[config.mk]
export PLATFORM = sky130hd
export DESIGN_NAME = intc_top
export DESIGN_NICKNAME = d
export VERILOG_FILES = /design/src/hw/intc_pkg.sv /design/src/hw/intc_config_table.sv /design/src/hw/intc_dispatch.sv /design/src/hw/intc_ext_latch.sv /design/src/hw/intc_top.sv
export SDC_FILE = /design/constraint.sdc
export NUM_CORES = 1
export LEC_CHECK = 0
export BUFFER_PORTS_ARGS = -buffer_cell sky130_fd_sc_hd__buf_2
export CORE_ASPECT_RATIO = 2
export CORE_MARGIN = 2
export CORE_UTILIZATION = 55
export DETAILED_ROUTE_END_ITERATION = 7
export PLACE_DENSITY_LB_ADDON = 0.12
export SETUP_SLACK_MARGIN = 0.02
export SKIP_CTS_REPAIR_TIMING = 1
export SYNTH_ARGS = -nofsm -noshare
export SYNTH_HDL_FRONTEND = slang
export SYNTH_SLANG_ARGS = --single-unit
[constraint.sdc]
create_clock -name iCLOCK -period 5.3 [get_ports iCLOCK]
set_clock_uncertainty 0.05 [all_clocks]
set_input_delay 0.53 -clock iCLOCK [delete_from_list [all_inputs] [get_ports iCLOCK]]
set_output_delay 0.53 -clock iCLOCK [all_outputs]
set_load 0.1 [all_outputs]
[src/hw/intc_pkg.sv]
`default_nettype none

package intc_pkg;

	// Interrupt configuration table geometry
	localparam int ICT_ENTRIES = 64;

	// External line number, also the table index
	localparam int EXT_NUM_W = 6;

	// Exception number seen by the exception manager
	localparam int IRQ_NUM_W = 7;

	// Fault information word width
	localparam int FI0R_W = 32;

	// Clear the mask bits as well on reset
	// Valid bits are cleared in any case
	localparam bit ICT_DATA_RESET_EN = 1'b1;

	// Dispatcher state encoding
	localparam logic DISP_IDLE = 1'b0;
	localparam logic DISP_WAIT = 1'b1;

	// One write into the configuration table
	typedef struct packed {
		logic [EXT_NUM_W-1:0] entry;
		logic mask;
		logic valid;
	} ict_write_t;

	// Synchronous fault from the execution unit
	typedef struct packed {
		logic active;
		logic [IRQ_NUM_W-1:0] num;
		logic [FI0R_W-1:0] fi0r;
	} fault_req_t;

	// Latched external request waiting for dispatch
	typedef struct packed {
		logic valid;
		logic [IRQ_NUM_W-1:0] num;
	} hw_req_t;

	// Exception presented to the exception manager
	typedef struct packed {
		logic active;
		logic [IRQ_NUM_W-1:0] num;
		logic [FI0R_W-1:0] fi0r;
	} exc_out_t;

endpackage

`default_nettype wire

[src/hw/intc_config_table.sv]
`default_nettype none

module intc_config_table (
	input wire logic iCLOCK,
	input wire logic inRESET,
	// Table write port
	input wire logic ict_we,
	input wire intc_pkg::ict_write_t ict_wr,
	// Lookup for the current external line
	input wire logic [intc_pkg::EXT_NUM_W-1:0] ext_num,
	output logic allowed
);

	// One bit per entry for each field
	logic [intc_pkg::ICT_ENTRIES-1:0] valid;
	logic [intc_pkg::ICT_ENTRIES-1:0] mask;

	// Selected entry of the lookup
	logic entry_valid;
	logic entry_mask;

	// Valid bits always come out of reset cleared
	// so every line is allowed until configured
	always_ff @(posedge iCLOCK or negedge inRESET) begin
		if (!inRESET) begin
			valid <= '0;
		end else if (ict_we) begin
			valid[ict_wr.entry] <= ict_wr.valid;
		end
	end

	// Mask storage is cleared on reset only when ICT_DATA_RESET_EN is set
	generate
		if (intc_pkg::ICT_DATA_RESET_EN) begin : g_mask_rst
			always_ff @(posedge iCLOCK or negedge inRESET) begin
				if (!inRESET) begin
					mask <= '0;
				end else if (ict_we) begin
					mask[ict_wr.entry] <= ict_wr.mask;
				end
			end
		end else begin : g_mask_norst
			always_ff @(posedge iCLOCK) begin
				if (ict_we) begin
					mask[ict_wr.entry] <= ict_wr.mask;
				end
			end
		end
	endgenerate

	// Combinational read of the addressed entry
	assign entry_valid = valid[ext_num];
	assign entry_mask = mask[ext_num];

	// An unconfigured entry lets the line through
	// a configured one passes only with its mask bit set
	assign allowed = !entry_valid || (entry_valid && entry_mask);

endmodule

`default_nettype wire

[src/hw/intc_dispatch.sv]
`default_nettype none

module intc_dispatch (
	input wire logic iCLOCK,
	input wire logic inRESET,
	// Fault from the execution unit
	input wire intc_pkg::fault_req_t fault,
	// External side
	input wire logic ext_allowed_now,
	input wire logic [intc_pkg::EXT_NUM_W-1:0] ext_num,
	input wire intc_pkg::hw_req_t hw_req,
	// Exception manager side
	input wire logic exc_lock,
	input wire logic irq_ack,
	// Back to the latch and the source
	output logic hw_taken,
	output logic ext_ack,
	output intc_pkg::exc_out_t exc
);

	logic state;
	logic in_wait;

	// Held exception
	logic [intc_pkg::IRQ_NUM_W-1:0] num_q;
	logic [intc_pkg::FI0R_W-1:0] fi0r_q;
	logic ext_type_q;
	logic first_q;

	// Request qualification
	logic fault_go;
	logic hw_go;
	logic dispatch;
	logic live_ext;
	logic [intc_pkg::IRQ_NUM_W-1:0] ext_num_wide;

	assign in_wait = (state == intc_pkg::DISP_WAIT);

	// Lock blocks both sources
	assign fault_go = fault.active && !exc_lock;
	// Fault beats a latched external request
	assign hw_go = hw_req.valid && !exc_lock && !fault_go;

	assign dispatch = !in_wait && (fault_go || hw_go);

	// Latch is released in the cycle the request is chosen
	assign hw_taken = !in_wait && hw_go;

	// Unlocked external request seen before it reaches the latch
	assign live_ext = ext_allowed_now && !exc_lock;

	assign ext_num_wide = {{(intc_pkg::IRQ_NUM_W - intc_pkg::EXT_NUM_W){1'b0}}, ext_num};

	// IDLE/WAIT state machine
	always_ff @(posedge iCLOCK or negedge inRESET) begin
		if (!inRESET) begin
			state <= intc_pkg::DISP_IDLE;
		end else begin
			case (state)
				intc_pkg::DISP_IDLE: begin
					if (fault_go || hw_go) begin
						state <= intc_pkg::DISP_WAIT;
					end
				end
				intc_pkg::DISP_WAIT: begin
					// Manager has taken the exception
					if (irq_ack) begin
						state <= intc_pkg::DISP_IDLE;
					end
				end
				default: begin
					state <= intc_pkg::DISP_IDLE;
				end
			endcase
		end
	end

	// Capture of the chosen exception
	always_ff @(posedge iCLOCK or negedge inRESET) begin
		if (!inRESET) begin
			num_q <= '0;
			fi0r_q <= '0;
			ext_type_q <= 1'b0;
		end else if (dispatch) begin
			if (fault_go) begin
				num_q <= fault.num;
				fi0r_q <= fault.fi0r;
				ext_type_q <= 1'b0;
			end else begin
				// External requests carry no fault information
				num_q <= hw_req.num;
				fi0r_q <= '0;
				ext_type_q <= 1'b1;
			end
		end
	end

	// Marks the first cycle of WAIT
	always_ff @(posedge iCLOCK or negedge inRESET) begin
		if (!inRESET) begin
			first_q <= 1'b0;
		end else begin
			first_q <= dispatch;
		end
	end

	// One-cycle acknowledge for external dispatches only
	assign ext_ack = first_q && ext_type_q;

	// Look-ahead in IDLE and held value in WAIT
	always_comb begin
		exc.fi0r = fi0r_q;
		if (in_wait) begin
			exc.active = !irq_ack;
			exc.num = num_q;
		end else begin
			// A full latch shows up even while locked
			exc.active = fault_go || live_ext || hw_req.valid;
			exc.num = fault_go ? fault.num : ext_num_wide;
		end
	end

endmodule

`default_nettype wire

[src/hw/intc_ext_latch.sv]
`default_nettype none

module intc_ext_latch (
	input wire logic iCLOCK,
	input wire logic inRESET,
	// External line from the source
	input wire logic ext_active,
	input wire logic [intc_pkg::EXT_NUM_W-1:0] ext_num,
	// Verdict of the table for ext_num
	input wire logic allowed,
	// Dispatcher has taken the held request
	input wire logic hw_taken,
	output logic ext_allowed_now,
	output intc_pkg::hw_req_t hw_req
);

	// Holding register
	logic held_valid;
	logic [intc_pkg::IRQ_NUM_W-1:0] held_num;

	// Zero-extended external number
	logic [intc_pkg::IRQ_NUM_W-1:0] ext_num_wide;

	// Capture condition
	logic capture;

	assign ext_num_wide = {{(intc_pkg::IRQ_NUM_W - intc_pkg::EXT_NUM_W){1'b0}}, ext_num};

	// Same-cycle request, already filtered by the table
	assign ext_allowed_now = ext_active && allowed;

	// Only an empty register takes a new request
	// anything arriving while full is dropped
	assign capture = !held_valid && ext_allowed_now;

	always_ff @(posedge iCLOCK or negedge inRESET) begin
		if (!inRESET) begin
			held_valid <= 1'b0;
		end else if (capture) begin
			held_valid <= 1'b1;
		end else if (hw_taken) begin
			held_valid <= 1'b0;
		end
	end

	// Number of the held request
	always_ff @(posedge iCLOCK) begin
		if (capture) begin
			held_num <= ext_num_wide;
		end
	end

	// Request towards the dispatcher
	always_comb begin
		hw_req.valid = held_valid;
		hw_req.num = held_num;
	end

endmodule

`default_nettype wire

[src/hw/intc_top.sv]
`default_nettype none

module intc_top (
	input wire logic iCLOCK,
	input wire logic inRESET,
	// Configuration table write
	input wire logic ict_we,
	input wire intc_pkg::ict_write_t ict_wr,
	// Fault from the execution unit
	input wire intc_pkg::fault_req_t fault,
	// External interrupt line
	input wire logic ext_active,
	input wire logic [intc_pkg::EXT_NUM_W-1:0] ext_num,
	output logic ext_ack,
	// Exception manager
	input wire logic exc_lock,
	output intc_pkg::exc_out_t exc,
	input wire logic irq_ack
);

	// Table verdict for the current external number
	logic allowed;

	// Latch to dispatcher
	logic ext_allowed_now;
	intc_pkg::hw_req_t hw_req;

	// Dispatcher back to latch
	logic hw_taken;

	// Filter for the external line
	intc_config_table intc_config_table_inst (
		.iCLOCK (iCLOCK),
		.inRESET (inRESET),
		.ict_we (ict_we),
		.ict_wr (ict_wr),
		.ext_num (ext_num),
		.allowed (allowed)
	);

	// Holds one allowed request until dispatch
	intc_ext_latch intc_ext_latch_inst (
		.iCLOCK (iCLOCK),
		.inRESET (inRESET),
		.ext_active (ext_active),
		.ext_num (ext_num),
		.allowed (allowed),
		.hw_taken (hw_taken),
		.ext_allowed_now (ext_allowed_now),
		.hw_req (hw_req)
	);

	// Picks fault or external and talks to the manager
	intc_dispatch intc_dispatch_inst (
		.iCLOCK (iCLOCK),
		.inRESET (inRESET),
		.fault (fault),
		.ext_allowed_now (ext_allowed_now),
		.ext_num (ext_num),
		.hw_req (hw_req),
		.exc_lock (exc_lock),
		.irq_ack (irq_ack),
		.hw_taken (hw_taken),
		.ext_ack (ext_ack),
		.exc (exc)
	);

endmodule

`default_nettype wire

* Yosys cells after proc, flatten, opt, wreduce, memory -nomap -nowiden
Cells that the tools add are included.
Cells by class: bitwise operators 1, shifts and indexed selects 0, $add $sub $neg 0, order comparisons 3, div/mod/pow operators 0, equal/unequal tests 0, reductions and logical operators 22, $mul 0, multiplexer cells 18
Operators with widths (number):
- 64-bit bitwise mux | 2
- 32-bit 2-to-1 mux | 1
- 6-bit by 7-bit < comparator with 1-bit output, second input constant | 2
- 7-bit 2-to-1 mux | 2
- 1-bit binary-select mux with 6-bit select | 2
- 1-bit logical AND | 11
- 1-bit 2-to-1 mux | 8
- 8-bit 2-to-1 mux | 1
- 1-bit demux with 6-bit select | 1
- 6-bit by 1-bit >= comparator with 1-bit output, second input constant | 1
- 1-bit zero test | 6
- 1-bit logical OR | 4
- 1-bit case mux with 2 select lines | 1
- 2-bit nonzero test | 1
- 1-bit NOT | 1
Word-level totals: output and inout bits 41, word-level logic and storage cells 53, bits in registers 177, bits in latches 0, memories 0, memory bits (read-only) 0, bits in writable memories 0

* Depth between registers and ports, before layout
depth in word-level cells 9, gate-level depth with buffers 9, mapped depth without buffers 6

* Modules after synthesis
A second synthesis with hierarchy kept.
Second synthesis, totals: cells, all modules 695, area, all modules 8080.2 um^2
By module, submodules not included:
- intc_config_table | instances 1, area each 6068.3 um^2, seq. area each 3203.1 um^2, cells each 547
- intc_dispatch | instances 1, area each 1766.7 um^2, seq. area each 1051.0 um^2, cells each 134
- intc_ext_latch | instances 1, area each 245.2 um^2, seq. area each 205.2 um^2, cells each 14

* Worst setup path after synthesis
OpenSTA, ideal clock, no wires.
kind input-to-output, from input port ext_num[0] (netlist name), to output port exc[39] (netlist name), arrival 4004 ps, path slack 716 ps, cell stages on the path 7, path through buf_6 -> buf_2 -> buf_2 -> o311a_1 -> nor4_1 -> a311oi_2 -> a221oi_1
RTL lines:
- from (decl) | line intc_top.sv:13 | input wire logic [intc_pkg::EXT_NUM_W-1:0] ext_num,
- to (decl) | line intc_top.sv:17 | output intc_pkg::exc_out_t exc,

==> flow_summary.yaml <==
status:
  status: "completed"
routing:
  num_vias: 5558
  initialDrtViolationCount: 352
  viasPerCell: 5.83
  wl_um: 18600
  wl_per_cell_um: 19.6
  antenna_left: 0
  drtPass1Iterations: 4
  drc_errors: 0
cells_and_area:
  drive_gt1_share_pct: 35.1
  final_area_um2: 9170
  final_util_pct: 64.2
  fill_cells: 1169
  syn2layout_area_growth_pct: 15.0
  multi_input_area_um2: 3270
  diodes: 0
  seqCellArea_um2: 4460
  final_cells: 953
  fin_nets: 809
grt:
  overflow: 0
  grt_pass1_vias: 5814
  antenna_found_initial: 0
  grt_pass1_wl_um: 29400
  grt_max_degree: 115
  grt_use_total_pct: 25.2
clock_network:
  cts_made_buffers: 17
  clk_pin_slew_ns: 0.06
  htreeDepth: 4
  clockBufferDepth: 2
  clk_latency_ns: 0.43
  cts_tree: "built"
  cts.sinks: 177
  cts_root_buffer: "clkbuf_16"
critical_path:
  worstPathMaxFanout: 53
  endpoint_kind: "primary output"
  criticalPathCategory: "in2out"
  cp.required_ns: 4.72
  rr_worst_depth: 6
  cp-start-kind: "input port"
  cp_data_arrival_time_ns: 3.24
placed_design:
  place.gp.congestion: 0.810
  dp_cells: 922
  io_buffers: 100
  place_ws_ns: 1.58
  place_area_um2: 8570
  hpwl_um: 12200
sta:
  fin_crit_sh_pct: 72.1
  slew_headroom_pct: 20.6
  tightestPinTransition_ns: 1.19
  hold_viol: 0
  finalCriticalPeriod_ns: 3.82
  setup_viol: 0
  slew_viol_final: 0
  rsz0062_at_grt: "false"
  setup_tns_ns: 0
  max_freq_ghz: 0.262
  setup_ws_ns: 1.48
floorplan:
  die_area_um2: 15500
  ios: 101
  die_h_um: 174
  placeableCoreArea_um2: 14300
  initial_core_util_pct: 55.8
  die_w_um: 89.1
  placementRows: 62
synthesis:
  synthDistinctLibCells: 51
  ys.flop_type: "dfrtp_1"
  synth_common_cells: "dfrtp_1 (171), mux2_2 (121), nand2_1 (64)"
  synth-xor-area-share_pct: 0
  synthArstFlopShare_pct: 96.6
  yosys.area_share.simple_pct: 12.5
  synth_edf_count: 6
  ys_top_cells_by_area: "dfrtp_1 (54%), mux2_2 (17%), a22o_1 (3.7%)"
  synth.most_common_cell: "dfrtp_1"
  synth_area_um2: 7970
  syn_avg_cell_area_um2: 11.9
  synth_top_area_share_pct: 53.7
  synth_fa_ha_area_share_pct: 0
  synth_mux_area_share_pct: 18.0
  synth.yosys.seq_area_share_pct: 56.0
  syn_nets: 731
  synth_top_family_by_area: "multiplexers"
  synthCells: 671
  yosys.area.top_type: "dfrtp_1"
  synth_seq_cells: 177
  synth-compound-area-share_pct: 10.4
  synth_warnings: 0
hold_path:
  hp-class: "in2async"
pwr:
  clkPwrFrac_pct: 30.2
  p_int_w: 0.00259
  p_sw_share_pct: 37.9
  pwr-share-comb_pct: 28.9
  p_leak_nw: 4.29
  vdd_drop_max_uv: 244
  sequentialPowerShare_pct: 41.0
  power_per_cell_area_nw_per_um2: 455
  switchingPower_w: 0.00158
job:
  drv_cap: 0
final timing paths:
kind | end | slack, ns | startpoint
hold reg to reg | intc_dispatch_inst.num_q[5]$_DFFE_PN0P_ | 0.43 | intc_dispatch_inst.num_q[5]$_DFFE_PN0P_
min in group iCLOCK | intc_dispatch_inst.in_wait$_DFF_PN0_ | 0.25 | irq_ack
setup reg to reg | intc_ext_latch_inst.held_num[1]$_DFFE_PP_ | 2.82 | intc_config_table_inst.valid[63]$_DFFE_PN0P_
hold / removal | intc_dispatch_inst.fi0r_q[10]$_DFFE_PN0P_ | 0.17 | inRESET
setup / recovery | exc[39] | 1.48 | ext_num[0]
max in group asynchronous | intc_config_table_inst.mask[18]$_DFFE_PN0P_ | 3.72 | inRESET
state kept, by name, indices dropped and copies added, names as in the netlist:
signal                          count
intc_config_table_inst.mask        64
intc_config_table_inst.valid       64
intc_dispatch_inst.fi0r_q          32
intc_dispatch_inst.num_q            7
intc_ext_latch_inst.held_num        6
intc_dispatch_inst.ext_type_q       1
intc_dispatch_inst.first_q          1
intc_dispatch_inst.in_wait          1
intc_ext_latch_inst.held_valid      1
per-layer routing:
layer	up-vias	global-route usage [%]	wire length (µm)
met2	143	44.0	9800
met1	2823	29.4	7440
li1	2555	-	-
met3	37	3.61	646
met5	-	0	0
met4	0	12.0	758
placed cells by master (no fill, tap or decap), drive strengths merged, types with 5 or more instances in the layout:
| master | synthesis | final |
|---|---|---|
| nand3b | 10 | 10 |
| clkinv | 0 | 5 |
| nand2b | 18 | 18 |
| o21ai | 23 | 23 |
| clkbuf | 35 | 18 |
| nor4 | 5 | 5 |
| inv | 21 | 25 |
| dfrtp | 171 | 171 |
| and2 | 7 | 7 |
| nand2 | 64 | 64 |
| edfxtp | 6 | 6 |
| a21oi | 15 | 15 |
| nor2 | 43 | 43 |
| o32ai | 6 | 6 |
| buf | 8 | 102 |
| nor2b | 11 | 11 |
| a22o | 34 | 34 |
| mux2 | 121 | 121 |
| nor3b | 9 | 9 |
power by group through the flow:
stage          combinational [W]  sequential [W]  clock, W
4_1_cts                  0.00121         0.00171   0.00128
3_5_place_dp             0.00121         0.00173         0
5_1_grt                  0.00127         0.00174   0.00134
2_1_floorplan           0.000502         0.00218         0
3_3_place_gp             0.00119         0.00172         0
6_report                 0.00120         0.00171   0.00126
worst max-delay path, cell delays in order:
cell and delay (ns):
buf_2 0.73, nor2_1 0.10, a2111oi_0 0.45, nor4_1 0.10
a211oi_1 0.42, a311oi_2 0.13, a221oi_1 0.26, buf_2 0.48
cells by family (layout without fill, tap and decap cells):
logic type | count (synthesis) | in the layout
simple gates | 196 | 196
flops | 177 | 177
mux | 124 | 124
compound gates | 110 | 110
buf+inv | 64 | 154
layout make-up:
type	instances	area share [%]
inverter	21	0.860
clock buffer	18	4.79
tap	192	2.62
multi-input combinational	430	35.7
timing repair buffer	102	5.69
clock inverter	13	1.67
sequential	177	48.7
stage by stage:
stage / hold slack (ns) / power (W)
detailed placement: 0.421 / 0.00294
CTS: 0.233 / 0.00420
finish: 0.175 / 0.00417
global route: 0.248 / 0.00434
global placement: 0.412 / 0.00291
floorplan: 0.184 / 0.00268
Power figures use the tool's default switching activity.
